**config.mk**
```make
export PLATFORM = sky130hd
export DESIGN_NAME = flappyGame
export DESIGN_NICKNAME = d
export VERILOG_FILES = /design/src/verilog/flappyPkg.sv /design/src/verilog/flappyGame.sv /design/src/verilog/pixelCompositor.sv /design/src/verilog/livesTracker.sv /design/src/verilog/pipeCollision.sv /design/src/verilog/scoreTimer.sv
export SDC_FILE = /design/constraint.sdc
export NUM_CORES = 1
export LEC_CHECK = 0
export BUFFER_PORTS_ARGS = -buffer_cell sky130_fd_sc_hd__clkbuf_2
export CAP_MARGIN = 5
export CORE_MARGIN = 8
export CORE_UTILIZATION = 40
export DETAILED_ROUTE_END_ITERATION = 8
export PLACE_DENSITY = 0.64
export RECOVER_POWER = 50
export SKIP_LAST_GASP = 1
export SLEW_MARGIN = 10
export SYNTH_ARGS = -nofsm -noshare
export SYNTH_HDL_FRONTEND = slang
export SYNTH_SLANG_ARGS = --single-unit
```
**constraint.sdc**
```tcl
create_clock -name Clk -period 5.55 [get_ports Clk]
set_input_delay 0.8325 -clock Clk [delete_from_list [all_inputs] [get_ports Clk]]
set_output_delay 0.8325 -clock Clk [all_outputs]
set_load 0.01 [all_outputs]
```
**src/verilog/flappyPkg.sv**
```systemverilog
// shared screen, sprite, palette, timing and lives-state definitions for the game core
package flappyPkg;

    // --------------------------------------------------
    // coordinate and colour types
    // --------------------------------------------------
    typedef logic [9:0]  coordT;
    // room for a coordinate plus a sprite extent
    typedef logic [10:0] wideCoordT;
    typedef logic [7:0]  rgbT;
    typedef logic [26:0] scoreT;

    // score prescaler
    localparam int ScoreCountBits = 20;
    localparam logic [ScoreCountBits-1:0] ScoreTickCycles = 20'd1024;

    // --------------------------------------------------
    // sprite geometry
    // --------------------------------------------------
    localparam wideCoordT BallSize    = 11'd60;
    // probe sits near the ball centre
    localparam wideCoordT ProbeOffset = 11'd30;
    localparam wideCoordT PipeWidth   = 11'd50;
    localparam wideCoordT PipeHeight  = 11'd100;
    localparam wideCoordT HeartSize   = 11'd50;
    localparam wideCoordT HeartY      = 11'd20;
    localparam wideCoordT Heart1X     = 11'd450;
    localparam wideCoordT Heart2X     = 11'd500;
    localparam wideCoordT Heart3X     = 11'd550;

    // --------------------------------------------------
    // palette
    // --------------------------------------------------
    typedef logic [23:0] PaletteT [0:7];

    localparam PaletteT Palette = '{
        24'h00FF44, 24'hFFDDEE, 24'hCC7711, 24'hDD00FF,
        24'h662255, 24'h662266, 24'h000000, 24'hAAAAAA
    };

    localparam logic [2:0]  BallIdx         = 3'd3;
    localparam logic [2:0]  PipeIdx         = 3'd0;
    localparam logic [2:0]  HeartIdx        = 3'd2;
    localparam logic [23:0] BackgroundColor = 24'h0000FF;

    // hit states wait for the ball to clear the pipe
    typedef enum logic [2:0] {
        Full3,
        HitFirst,
        Left2,
        HitSecond,
        Left1,
        NoLives
    } livesStateT;

endpackage
```
**src/verilog/flappyGame.sv**
```systemverilog
// game core top level: score timer, pipe collision, lives FSM and pixel compositor
`timescale 1ns/1ps

module flappyGame
(
    input  logic             Clk,
    input  logic             Reset,
    input  flappyPkg::coordT BallX,
    input  flappyPkg::coordT BallY,
    input  flappyPkg::coordT Pipe1X,
    input  flappyPkg::coordT Pipe1Y,
    input  flappyPkg::coordT Pipe2X,
    input  flappyPkg::coordT Pipe2Y,
    input  flappyPkg::coordT Pipe3X,
    input  flappyPkg::coordT Pipe3Y,
    input  flappyPkg::coordT DrawX,
    input  flappyPkg::coordT DrawY,
    input  logic             Blank,
    output flappyPkg::rgbT   Red,
    output flappyPkg::rgbT   Green,
    output flappyPkg::rgbT   Blue,
    output flappyPkg::scoreT Score
);

    logic       pipeHit;
    logic       pipeCleared;
    logic [2:0] heartIntact;

    scoreTimer i_scoreTimer
    (
        .Clk   (Clk),
        .Reset (Reset),
        .Score (Score)
    );

    pipeCollision i_pipeCollision
    (
        .BallX       (BallX),
        .BallY       (BallY),
        .Pipe1X      (Pipe1X),
        .Pipe1Y      (Pipe1Y),
        .Pipe2X      (Pipe2X),
        .Pipe2Y      (Pipe2Y),
        .Pipe3X      (Pipe3X),
        .Pipe3Y      (Pipe3Y),
        .pipeHit     (pipeHit),
        .pipeCleared (pipeCleared)
    );

    livesTracker i_livesTracker
    (
        .Clk         (Clk),
        .Reset       (Reset),
        .pipeHit     (pipeHit),
        .pipeCleared (pipeCleared),
        .heartIntact (heartIntact)
    );

    // colour path is combinational apart from the heart flags
    pixelCompositor i_pixelCompositor
    (
        .DrawX       (DrawX),
        .DrawY       (DrawY),
        .BallX       (BallX),
        .BallY       (BallY),
        .Pipe1X      (Pipe1X),
        .Pipe1Y      (Pipe1Y),
        .Pipe2X      (Pipe2X),
        .Pipe2Y      (Pipe2Y),
        .Pipe3X      (Pipe3X),
        .Pipe3Y      (Pipe3Y),
        .Blank       (Blank),
        .heartIntact (heartIntact),
        .Red         (Red),
        .Green       (Green),
        .Blue        (Blue)
    );

endmodule

```
**src/verilog/pixelCompositor.sv**
```systemverilog
// per-pixel layering of ball, pipes, hearts and background into RGB
`timescale 1ns/1ps

module pixelCompositor
(
    input  flappyPkg::coordT DrawX,
    input  flappyPkg::coordT DrawY,
    input  flappyPkg::coordT BallX,
    input  flappyPkg::coordT BallY,
    input  flappyPkg::coordT Pipe1X,
    input  flappyPkg::coordT Pipe1Y,
    input  flappyPkg::coordT Pipe2X,
    input  flappyPkg::coordT Pipe2Y,
    input  flappyPkg::coordT Pipe3X,
    input  flappyPkg::coordT Pipe3Y,
    input  logic             Blank,
    input  logic [2:0]       heartIntact,
    output flappyPkg::rgbT   Red,
    output flappyPkg::rgbT   Green,
    output flappyPkg::rgbT   Blue
);

    // half-open rectangle test
    function automatic logic inRect
    (
        input flappyPkg::wideCoordT x,
        input flappyPkg::wideCoordT y,
        input flappyPkg::wideCoordT left,
        input flappyPkg::wideCoordT top,
        input flappyPkg::wideCoordT width,
        input flappyPkg::wideCoordT height
    );
        return (x >= left) && (x < left + width) &&
               (y >= top) && (y < top + height);
    endfunction

    flappyPkg::wideCoordT px;
    flappyPkg::wideCoordT py;
    logic                 ballOn;
    logic                 pipeOn;
    logic [2:0]           heartOn;
    logic [23:0]          pixel;

    assign px = flappyPkg::wideCoordT'(DrawX);
    assign py = flappyPkg::wideCoordT'(DrawY);

    // --------------------------------------------------
    // sprite coverage
    // --------------------------------------------------
    assign ballOn = inRect(px, py, flappyPkg::wideCoordT'(BallX),
                           flappyPkg::wideCoordT'(BallY),
                           flappyPkg::BallSize, flappyPkg::BallSize);

    assign pipeOn =
        inRect(px, py, flappyPkg::wideCoordT'(Pipe1X), flappyPkg::wideCoordT'(Pipe1Y),
               flappyPkg::PipeWidth, flappyPkg::PipeHeight) ||
        inRect(px, py, flappyPkg::wideCoordT'(Pipe2X), flappyPkg::wideCoordT'(Pipe2Y),
               flappyPkg::PipeWidth, flappyPkg::PipeHeight) ||
        inRect(px, py, flappyPkg::wideCoordT'(Pipe3X), flappyPkg::wideCoordT'(Pipe3Y),
               flappyPkg::PipeWidth, flappyPkg::PipeHeight);

    assign heartOn[0] = inRect(px, py, flappyPkg::Heart1X, flappyPkg::HeartY,
                               flappyPkg::HeartSize, flappyPkg::HeartSize);
    assign heartOn[1] = inRect(px, py, flappyPkg::Heart2X, flappyPkg::HeartY,
                               flappyPkg::HeartSize, flappyPkg::HeartSize);
    assign heartOn[2] = inRect(px, py, flappyPkg::Heart3X, flappyPkg::HeartY,
                               flappyPkg::HeartSize, flappyPkg::HeartSize);

    // --------------------------------------------------
    // priority select, first match wins
    // --------------------------------------------------
    always_comb
    begin
        if (!Blank)
            pixel = 24'h000000;
        else if (ballOn)
            pixel = flappyPkg::Palette[flappyPkg::BallIdx];
        else if (pipeOn)
            pixel = flappyPkg::Palette[flappyPkg::PipeIdx];
        else if (heartOn[0])
            pixel = heartIntact[0] ? flappyPkg::Palette[flappyPkg::HeartIdx]
                                   : flappyPkg::BackgroundColor;
        else if (heartOn[1])
            pixel = heartIntact[1] ? flappyPkg::Palette[flappyPkg::HeartIdx]
                                   : flappyPkg::BackgroundColor;
        else if (heartOn[2])
            pixel = heartIntact[2] ? flappyPkg::Palette[flappyPkg::HeartIdx]
                                   : flappyPkg::BackgroundColor;
        else
            pixel = flappyPkg::BackgroundColor;
    end

    assign Red   = pixel[23:16];
    assign Green = pixel[15:8];
    assign Blue  = pixel[7:0];

endmodule

```
**src/verilog/livesTracker.sv**
```systemverilog
// lives FSM that takes one heart per pipe entry and re-arms once the pipe is cleared
`timescale 1ns/1ps

module livesTracker
(
    input  logic       Clk,
    input  logic       Reset,
    input  logic       pipeHit,
    input  logic       pipeCleared,
    output logic [2:0] heartIntact
);

    flappyPkg::livesStateT state;
    flappyPkg::livesStateT stateNext;

    always_ff @(posedge Clk or posedge Reset)
    begin
        if (Reset)
        begin
            state <= flappyPkg::Full3;
        end
        else
        begin
            state <= stateNext;
        end
    end

    // --------------------------------------------------
    // next state
    // --------------------------------------------------
    always_comb
    begin
        stateNext = state;
        case (state)
            flappyPkg::Full3:     if (pipeHit)     stateNext = flappyPkg::HitFirst;
            flappyPkg::HitFirst:  if (pipeCleared) stateNext = flappyPkg::Left2;
            flappyPkg::Left2:     if (pipeHit)     stateNext = flappyPkg::HitSecond;
            flappyPkg::HitSecond: if (pipeCleared) stateNext = flappyPkg::Left1;
            flappyPkg::Left1:     if (pipeHit)     stateNext = flappyPkg::NoLives;
            flappyPkg::NoLives:   stateNext = flappyPkg::NoLives;
            // unused encodings recover to a full game
            default:              stateNext = flappyPkg::Full3;
        endcase
    end

    // hearts are lost on entry to the hit states
    always_comb
    begin
        heartIntact[0] = (state == flappyPkg::Full3);
        heartIntact[1] = (state == flappyPkg::Full3) ||
                         (state == flappyPkg::HitFirst) ||
                         (state == flappyPkg::Left2);
        heartIntact[2] = (state != flappyPkg::NoLives);
    end

endmodule

```
**src/verilog/pipeCollision.sv**
```systemverilog
// ball-versus-pipe geometry: probe-in-pipe hit and between-pipes clear levels
`timescale 1ns/1ps

module pipeCollision
(
    input  flappyPkg::coordT BallX,
    input  flappyPkg::coordT BallY,
    input  flappyPkg::coordT Pipe1X,
    input  flappyPkg::coordT Pipe1Y,
    input  flappyPkg::coordT Pipe2X,
    input  flappyPkg::coordT Pipe2Y,
    input  flappyPkg::coordT Pipe3X,
    input  flappyPkg::coordT Pipe3Y,
    output logic             pipeHit,
    output logic             pipeCleared
);

    // strict bounds on all four sides
    function automatic logic probeInPipe
    (
        input flappyPkg::wideCoordT px,
        input flappyPkg::wideCoordT py,
        input flappyPkg::coordT     pipeX,
        input flappyPkg::coordT     pipeY
    );
        flappyPkg::wideCoordT left;
        flappyPkg::wideCoordT top;
        left = flappyPkg::wideCoordT'(pipeX);
        top  = flappyPkg::wideCoordT'(pipeY);
        return (px > left) && (px < left + flappyPkg::PipeWidth) &&
               (py > top) && (py < top + flappyPkg::PipeHeight);
    endfunction

    flappyPkg::wideCoordT probeX;
    flappyPkg::wideCoordT probeY;
    flappyPkg::wideCoordT ballLeft;

    assign probeX   = flappyPkg::wideCoordT'(BallX) + flappyPkg::ProbeOffset;
    assign probeY   = flappyPkg::wideCoordT'(BallY) + flappyPkg::ProbeOffset;
    assign ballLeft = flappyPkg::wideCoordT'(BallX);

    assign pipeHit = probeInPipe(probeX, probeY, Pipe1X, Pipe1Y) ||
                     probeInPipe(probeX, probeY, Pipe2X, Pipe2Y) ||
                     probeInPipe(probeX, probeY, Pipe3X, Pipe3Y);

    // ball corner sits in a gap past some pipe
    assign pipeCleared =
        ((ballLeft > flappyPkg::wideCoordT'(Pipe1X) + flappyPkg::PipeWidth) &&
         (ballLeft < flappyPkg::wideCoordT'(Pipe2X))) ||
        ((ballLeft > flappyPkg::wideCoordT'(Pipe2X) + flappyPkg::PipeWidth) &&
         (ballLeft < flappyPkg::wideCoordT'(Pipe3X))) ||
        (ballLeft > flappyPkg::wideCoordT'(Pipe3X) + flappyPkg::PipeWidth);

endmodule

```
**src/verilog/scoreTimer.sv**
```systemverilog
// free-running play timer that raises the score at a fixed tick rate
`timescale 1ns/1ps

module scoreTimer
(
    input  logic             Clk,
    input  logic             Reset,
    output flappyPkg::scoreT Score
);

    logic [flappyPkg::ScoreCountBits-1:0] tickCount;
    logic                                 tickWrap;

    // last cycle of a score period
    assign tickWrap = (tickCount == flappyPkg::ScoreTickCycles - 1'b1);

    always_ff @(posedge Clk or posedge Reset)
    begin
        if (Reset)
        begin
            tickCount <= '0;
            Score     <= '0;
        end
        else if (tickWrap)
        begin
            tickCount <= '0;
            // score wraps at its own width
            Score     <= Score + 1'b1;
        end
        else
        begin
            tickCount <= tickCount + 1'b1;
        end
    end

endmodule

```
Yosys cells after proc, flatten, opt, wreduce, memory -nomap -nowiden
Cells that the tools add are included.

operators by class
  $add $sub $neg = 12
  $lt $le $gt $ge = 41
  equality and inequality tests = 12
  mux-type cells = 16
  reduce and logical (&&, ||, !) cells = 42

operators by type and width
  cell                                                          count
  2-to-1 mux 24 bit                                             9
  less-than comparator 10 x 11 -> 1 bit                         8
  >= comparator 10 bit                                          8
  greater-than comparator 11 x 10 -> 1 bit                      6
  less-than comparator 11 bit                                   6
  adder 10 x 6 -> 11 bit (second input constant)                5
  adder 10 x 7 -> 11 bit (second input constant)                3
  greater-than comparator 10 x 11 -> 1 bit                      3
  logical AND 1 bit                                             32
  adder 27 x 1 -> 27 bit (second input constant)                1
  adder 10 x 5 -> 11 bit (second input constant)                2
  adder 20 x 1 -> 20 bit (second input constant)                1
  == test 20 x 10 -> 1 bit (second input constant)              1
  >= comparator 10 x 9 -> 1 bit (second input constant)         2
  less-than comparator 10 bit                                   2
  less-than comparator 10 bit (second input constant)           2
  2-to-1 mux 20 bit                                             1
  case mux 3 bit (6 select lines)                               1
  2-to-1 mux 3 bit                                              5
  >= comparator 10 bit (second input constant)                  1
  >= comparator 10 x 5 -> 1 bit (second input constant)         1
  less-than comparator 10 x 7 -> 1 bit (second input constant)  1
  less-than comparator 10 x 9 -> 1 bit (second input constant)  1
  logical OR 1 bit                                              8
  8 further kinds                                               13

storage, ports and cells
  register bits after elaboration = 50
  bits of input ports = 103
  output and inout bits = 51
  logic and storage cells = 126

Depth between registers and ports, before layout
Gate-level depths: netlist of run 1.

  depth in word-level cells = 10
  gate-level depth with buffers = 15
  depth with buffers taken out = 15

Modules after synthesis
Synthesis of run 1 repeated with hierarchy kept, for this count alone.

second synthesis, totals
  cells, all modules = 1410
  area total of the unflattened synthesis = 11541.1 µm²

by module, submodules not included
  module           times used  cells an instance  area each (µm²)  sequential area each (µm²)
  pipeCollision    1           604                4645.7           0.0
  pixelCompositor  1           598                4601.9           0.0
  scoreTimer       1           193                2143.3           1176.1
  livesTracker     1           15                 150.1            75.1

Least setup slack after synthesis of run 1
No wires, ideal clock.

  path kind = input -> output
  start point = in Pipe2Y[2]
  end point = out Green[1]
  arrival time = 3.494 ns
  slack = 1.224 ns
  cell stages on the path = 13
  path buffers = 1
  cells stage by stage = ha_1 -> a21oi_2 -> nand2_1 -> nand2_1 -> xnor2_1 -> ha_1 -> nand3_1 -> a21oi_1 -> or4_4 -> a2111oi_4 -> a221oi_2 -> a21oi_1 -> buf_4

between the ends
  cells in the longest elaborated chain, start to end = 8
  elaborated cells between the ends (all ways) = 10
  those cells by class = add/sub: 1; order compare: 2; mux: 3; reduce/logical: 4

RTL lines
  what                                                                               line                                          RTL
  start: declaration                                                                 flappyGame.sv:13                              input flappyPkg::coordT Pipe2Y,
  adder 10 x 7 -> 11 bit / >= comparator 10 bit (equally long branches)              pixelCompositor.sv:34                         (y >= top) && (y < top + height);
  less-than comparator 10 x 11 -> 1 bit / logical AND 1 bit (equally long branches)  pixelCompositor.sv:34, pixelCompositor.sv:33
  logical AND 1 bit (*)                                                              pixelCompositor.sv:34
  logical OR 1 bit (*)                                                               pixelCompositor.sv:56                         flappyPkg::PipeWidth, flappyPkg::PipeHeight) ||
  logical OR 1 bit (*)                                                               pixelCompositor.sv:58                         flappyPkg::PipeWidth, flappyPkg::PipeHeight) ||
  2-to-1 mux 24 bit (*)                                                              pixelCompositor.sv:78                         else if (pipeOn)
  2-to-1 mux 24 bit (*)                                                              pixelCompositor.sv:76                         else if (ballOn)
  2-to-1 mux 24 bit (*)                                                              pixelCompositor.sv:74                         if (!Blank)
  end: declaration                                                                   flappyGame.sv:20                              output flappyPkg::rgbT Green,

Every way passes the cells marked *; elsewhere a longest branch is shown, timed or not.

Final worst setup path of run 1
  start point = in Pipe1X[1]
  end point = out Green[4]

between the ends
  cells in the longest elaborated chain, start to end = 10
  elaborated cells between the ends (all ways) = 11
  those cells by class = add/sub: 1; order compare: 2; mux: 3; reduce/logical: 5

RTL lines
  what                                   line                   RTL
  start: declaration                     flappyGame.sv:10       input flappyPkg::coordT Pipe1X,
  adder 10 x 6 -> 11 bit                 pixelCompositor.sv:33  return (x >= left) && (x < left + width) &&
  less-than comparator 10 x 11 -> 1 bit  pixelCompositor.sv:33
  logical AND 1 bit (*) (2 in series)    pixelCompositor.sv:33
  logical AND 1 bit (*)                  pixelCompositor.sv:34
  logical OR 1 bit (*)                   pixelCompositor.sv:56
  logical OR 1 bit (*)                   pixelCompositor.sv:58
  2-to-1 mux 24 bit (*)                  pixelCompositor.sv:78
  2-to-1 mux 24 bit (*)                  pixelCompositor.sv:76
  2-to-1 mux 24 bit (*)                  pixelCompositor.sv:74

Marks and branches as above.

==> results of run 1 <==
==> through the flow <==
stage                     total power [µW]  instance area [µm²]
after floorplan                       1040                10530
final                                 1705                11790
after detailed placement              1346                11660
after CTS                             1714                11830
after global placement                1324                11660
after global routing                  1867                11790
==> critical path: cells and delay by family <==
family,cells,cell delay (ns)
AOI/OAI and AO/OA,5,0.94
xor gates and xnor gates,1,0.27
adders and majority gates,1,0.31
buffers and inverters,2,0.36
and+or+nand+nor,5,1.19
==> cell families after synthesis <==
logic type,count (synthesis),share of synthesized area
simple gates,313,0.1530
other cells,1,0.0003563
buf+inv,126,0.05100
xor+xnor,110,0.09155
mux,2,0.002140
flops,50,0.1189
fa+ha+maj,323,0.3840
compound gates,307,0.1990
==> placed cells by master, fill, tap and decap left out, types with 3 or more instances in the layout <==
cell type  synthesis  routed
or3_1              3       3
a211oi_1          26      26
clkbuf_2           0     138
o31ai_1            6       6
nor2_1            71      71
dfrtp_1           50      50
inv_1            103     103
ha_1             323     323
o21bai_1           6       6
o21a_1            19      19
nor3_1            26      27
a31oi_1            8       8
clkbuf_16          0       5
xnor2_1           93      93
o21ai_0           62      62
a21oi_1           70      70
clkbuf_1           4      13
and3_1            15      15
a211o_1            7       7
nand2b_1          19      19
nand2_1           57      57
a21o_1            21      21
o22ai_1            3       3
nand4_1           34      34
nor2b_1           13      13
or4_1              3       3
a2111oi_0         15      15
nand3_1           44      45
and2_1             4       4
buf_4             17      13
nor4_1             8       8
xor2_1            17      17
o2111ai_1         10      10
o211ai_1          19      19
==> routing by layer <==
| layer | vias up | global-route usage | wire (µm) |
|---|---|---|---|
| met5 | - | 0 | 0 |
| met1 | 4497 | 0.2718 | 15020 |
| met2 | 296 | 0.3137 | 13710 |
| met4 | 0 | 0.03651 | 442 |
| met3 | 33 | 0.02117 | 1888 |
| li1 | 4910 | - | - |
==> flip-flops by register name, indices dropped and copies added, names as in the netlist <==
signal	flops
i_livesTracker.state	3
i_scoreTimer.Score	27
i_scoreTimer.tickCount	20
==> path summary, 6_finish.rpt <==
kind                                                 endpoint                                 from  slack [ns]  cells after the start
setup / recovery                                     Green[4]                            Pipe1X[1]        0.81                     14
hold / removal             i_scoreTimer.Score[26]$_DFFE_PP0N_   i_scoreTimer.Score[26]$_DFFE_PP0N_        0.48                      1
setup reg to reg           i_scoreTimer.Score[23]$_DFFE_PP0N_  i_scoreTimer.tickCount[0]$_DFF_PP0_        2.33                      9
hold reg to reg            i_scoreTimer.Score[26]$_DFFE_PP0N_   i_scoreTimer.Score[26]$_DFFE_PP0N_        0.48                      1
max in group asynchronous   i_scoreTimer.Score[2]$_DFFE_PP0N_                                Reset        3.29                      2
min in group asynchronous   i_scoreTimer.Score[0]$_DFFE_PP0N_                                Reset        1.13                      2
==> layout make-up <==
type | instances | area, µm²
clock buffers | 5 | 125.1
inverters | 105 | 394.1
well taps | 335 | 419.2
fillers | 2595 | 14190
repair buffers | 164 | 837.1
multi-input cells | 1057 | 8723
clock inverters | 3 | 43.79
flip-flops and latches | 50 | 1251
==> power by group through the flow <==
stage          Clock [µW]  Combinational [µW]  Sequential, µW
2_1_floorplan           0                 649             391
3_3_place_gp            0                 930             394
3_5_place_dp            0                 952             394
4_1_cts               366                 960             387
5_1_grt               379                1100             389
6_report              354                 964             387
==> metrics.txt, run 1 <==
Crit Path Max Fanout=6; area share of the largest cell type after synthesis=0.3840; Ys Warns=0; Post-Route WL=31,060 µm; Sw Share=0.4187; number of synthesized register bits=50; top cells by area, synth=ha_1 38%, dfrtp_1 12%, xnor2_1 7.7%; max frequency=210.9 MHz; CP max stage cell=nor4_1; top-count cell post-synth=ha_1; Fin Setup TNS=0 ns; die area=31,760 µm²; Via density=5.664; GRT overflow=0; DRC=0; GRT Overall Usage=0.1929; combinational power share=0.565; Slew Viols, Final=51; Post-synth top cells=323 x ha_1, 103 x inv_1, 93 x xnor2_1; layout cells sized above 1=0.1272; Post-Syn Area=10,520 µm²; Finished Core Util=0.4539; EDFF count, synth=0; # setup viols final=0; Vias=9,736; Synth-to-Final Area Change=12.07%; Final ANT Viol Nets=0; placed insts=1,711; sequential power share=0.227; ys async rst share=1.000; status=complete, but fails checks; Clk Latency, worst-skew pair=0.29 ns; clock root cell=clkbuf_16; DRT iter0 DRCs=673; number of global-route vias before repair=9,463; CTS hold repair buffers=0; post-CTS setup buffer count=0; Primary FF master, synth=dfrtp_1; Post-Syn Instances=1,232; fin crit period=4.741 ns; Layout Cells excl Fill=1,719; cts bufs inserted=5; drt first pass iters=5; Pint=991.2 µW; I/O pins=154; height of the die=178.2 µm; total net switching power=713.9 µW; H-tree depth=2; relative slew slack=-0.2748; slowest stage delay, CP=0.50 ns; worst min path class=flip-flop to flip-flop; area leader, netlist=ha_1; Synth cell types=70; Least-Margin Pin Slew=1.912 ns; core footprint=25,980 µm²; Crit. End Element=output port; CP Launch Type=input port; IO Port Bufs=151; Initial Utilization=0.4050; routed len/inst=18.07 µm; CP cell instances=clkbuf_2, and3_1, nor3_1, or3_1, xnor2_1, ha_1, o21ai_0, nor2_1, o21ai_0, o22ai_1, nor4_1, a221oi_2, a21oi_1, clkbuf_2; CTS sink count=50; pin count of the biggest net entering global routing=51; first-pass GRT wire length=49,910 µm; Max-cap violations=1; Final WS setup=0.8088 ns; final hold vios=0; sequential-to-total area share from yosys stat=0.1189; clock skew=0.006497 ns; DP Worst Slack=0.7132 ns; Worst EP required=4.72 ns; WP data arrival=3.91 ns; post-DP HPWL=25,930 µm; failing checks=capacitance limit, slew limit; Rows=59; antenna violations before repair=0; CTS tree=built; # diodes=0; Final nets=1,809; Mapped Avg Cell Area=8.542 µm²; P_leak=0.005955 µW; clock power share=0.208; Reg clk slew, reported paths=0.07 ns; Worst VDD drop=0.0001581 V; CP Class=input port to output port; fin crit share=0.8543; Die Wd=178.2 µm; RSZ-0062 raised after global routing=no; Gates resized, CTS repair=0; PD cells=144.6 nW/µm²; Clock Path Buffers=2; gpl congestion=0.9471; Hold Slack=0.4804 ns
Power figures use the tool's default switching activity.
==> inputs of run 2 (changes only) <==
Settings changed: SYNTH_HIERARCHICAL set to 1.
==> run 2 against run 1 <==
Compared with the run above: the run now ends clean; sequential power about the same; flip-flop and latch count is the same; highest routed layer unchanged; global-route usage grew 0.48 points; count of clock-buffer cells in the layout unchanged; largest cell class unchanged; critical path type unchanged.
==> metrics.txt, run 2 <==
area share of the largest cell type after synthesis=0.3545 (-0.02951); routed len/inst=17.73 µm (-1.9%); cts bufs inserted=5 (unchanged); Least-Margin Pin Slew=1.340 ns (-0.5723 ns); Final WS setup=0.9619 ns (+0.1531 ns); clock skew=0.004809 ns (-0.001687 ns); height of the die=185.9 µm (+4.3%); number of synthesized register bits=50 (unchanged); RSZ-0062 raised after global routing=no; Reg2Reg Capture Point=i_scoreTimer/Score[16]$_DFFE_PP0N_; PD cells=134.5 nW/µm² (-6.9%); EDFF count, synth=0 (unchanged); slowest stage delay, CP=0.34 ns (-0.16 ns); Clk Latency, worst-skew pair=0.29 ns (about the same); Mapped Avg Cell Area=8.185 µm² (-4.2%); combinational power share=0.604 (+0.039); CTS hold repair buffers=0 (unchanged); FILL cells=2,945 (+13%); Vias=10.83k (+11%); WP data arrival=3.76 ns (-0.15 ns); FF-to-FF path depth=6 (-3); antenna violations before repair=1 (+1); Top reg by flops=i_scoreTimer/Score; critical path's top delay family=simple AND/OR/NAND/NOR gates; Slew Viols, Final=0 (-100%); P_leak=0.006467 µW (+8.6%); fin crit share=0.8267 (-0.02758); clock power share=0.169 (-0.039); R2R setup slack=3.00 ns (+0.67 ns); most frequent cells in the layout=327 x ha_1, 160 x inv_1, 139 x clkbuf_2, 121 x xnor2_1, 77 x o21ai_0; Reg clk slew, reported paths=0.06 ns (about the same); I/O pins=154 (unchanged); Sw Share=0.4360 (+0.01732); launch point of the worst reg-to-reg path=i_scoreTimer/Score[0]$_DFFE_PP0N_; total net switching power=751.9 µW (+5.3%); Final nets=1,988 (+9.9%); Via density=5.574 (-1.6%); Clock Path Buffers=2 (unchanged); CTS tree=built; CP Launch Type=input port; DRC=0 (unchanged); CP Class=input port to output port; first-pass GRT wire length=55,260 µm (+11%); max frequency=218.0 MHz (+3.3%); Pint=972.5 µW (-1.9%); Rows=62 (+5.1%); Worst EP required=4.72 ns (about the same); Gates resized, CTS repair=0 (unchanged); Initial Utilization=0.4043 (-0.0007204); GRT Overall Usage=0.1977 (+0.004821); CP max stage cell=or3_4; final hold vios=0 (unchanged); Fin Setup TNS=0 ns (unchanged); H-tree depth=2 (unchanged); Synth cell types=78 (+11%); Crit. End Element=output port; gpl congestion=0.9199 (-2.9%); drt first pass iters=7 (+2); Max-cap violations=0 (-1); Post-Syn Instances=1,410 (+14%); die area=34,540 µm² (+8.8%); post-DP HPWL=28,230 µm (+8.9%); DP Worst Slack=0.9343 ns (+0.2211 ns); relative slew slack=0.1067 (+0.3815); area leader, netlist=ha_1; CTS sink count=50 (unchanged); Die Wd=185.9 µm (+4.3%); Synth-to-Final Area Change=11.06%; Finished Core Util=0.4490 (-0.004888); Crit Path Max Fanout=11 (+5); ys async rst share=1.000 (unchanged); sequential power share=0.226 (about the same); core footprint=28,550 µm² (+9.9%); IO Port Bufs=151 (unchanged); layout cells sized above 1=0.1149 (-0.01228); DRT iter0 DRCs=563 (-16%); biggest registers after layout=i_scoreTimer/Score: 27 flops, i_scoreTimer/tickCount: 20 flops, i_livesTracker/state: 3 flops; top cells by area, synth=ha_1 35%, dfrtp_1 11%, xnor2_1 9.2%; Post-Syn Area=11,540 µm² (+9.7%); top-count cell post-synth=ha_1; post-CTS setup buffer count=0 (unchanged); CP cell instances=clkbuf_2, inv_1, ha_1, and3_4, or3_4, xnor2_1, ha_1, o21a_1, o21a_1, o32ai_2, a21oi_2, nor4b_4, nand2_1, o21ai_0, clkbuf_2; Post-Route WL=34,440 µm (+11%); number of global-route vias before repair=10.97k (+16%); Worst VDD drop=0.0001124 V (-29%); Post-synth top cells=327 x ha_1, 161 x inv_1, 121 x xnor2_1; status=finished, final reports clean; Largest register FFs=27 (unchanged); Crit. path cell count=15 (+1); worst min path class=input port to asynchronous set/reset pin; clock root cell=clkbuf_16; pin count of the biggest net entering global routing=26 (-49%); # setup viols final=0 (unchanged); sequential-to-total area share from yosys stat=0.1084 (-0.01048); Ys Warns=6 (+6); Primary FF master, synth=dfrtp_1; Buffers & Inverters on Critical Path=3 (+1); GRT overflow=0 (unchanged); most common cell after layout, fill and taps aside=ha_1; Final ANT Viol Nets=0 (unchanged); fin crit period=4.588 ns (-0.1531 ns)
[run 2: how the worst max path moves through the flow]
stage                   end  startpoint
finish              Blue[5]    BallX[3]
global route         Red[2]    BallX[2]
CTS                 Blue[5]    BallX[2]
detailed placement  Blue[5]    BallX[3]
global placement    Blue[1]    BallX[2]
floorplan           Blue[3]   Pipe1Y[2]
[run 2: layer usage]
metal	routed length (µm)	vias to the layer above	share of wire	GRT usage
met3	1971	65	0.057	0.02694
met1	15270	5060	0.44	0.2478
li1	-	5421	-	-
met4	1046	0	0.030	0.06446
met2	16160	284	0.47	0.3441
met5	0	-	0	0
[run 2: stage by stage]
stage | power (µW) | cell area [µm²] | cells | hold slack, ns
after detailed placement | 1426 | 12700 | 1935 | 0.4631
after CTS | 1728 | 12840 | 1942 | 0.4310
after global routing | 1896 | 12820 | 1943 | 0.4476
after global placement | 1399 | 12700 | 1935 | 0.4594
final | 1724 | 12820 | 1943 | 0.4549
after floorplan | 1092 | 11540 | 1411 | 0.4462
[run 2: cells by family (layout without fill, tap and decap cells)]
family          count (synthesis)  in the layout  share of synthesized area
simple gates                  413            413                     0.1932
compound gates                288            288                     0.1641
other cells                     1              3                  0.0003249
flops                          50             50                     0.1084
fa+ha+maj                     327            327                     0.3545
mux                             2              2                   0.001843
buf+inv                       182            329                    0.06537
xor+xnor                      147            147                     0.1122
[run 2: layout make-up]
| class | count | area (µm²) | area share |
|---|---|---|---|
| multi-input cells | 1179 | 9534 | 0.7438 |
| flip-flops and latches | 50 | 1251 | 0.09762 |
| repair buffers | 159 | 797.0 | 0.06218 |
| diodes | 1 | 2.502 | 0.0001952 |
| inverters | 163 | 611.8 | 0.04774 |
| well taps | 384 | 480.5 | 0.03749 |
| clock buffers | 5 | 125.1 | 0.009762 |
| clock inverters | 2 | 15.01 | 0.001171 |
[run 2: power by group through the flow]
| stage | sequential (µW) | combinational [µW] | clock [µW] |
|---|---|---|---|
| final | 390 | 1040 | 292 |
| after global routing | 391 | 1190 | 316 |
| after CTS | 390 | 1040 | 302 |
| after detailed placement | 397 | 1030 | 0 |
| after global placement | 396 | 1000 | 0 |
| after floorplan | 393 | 699 | 0 |
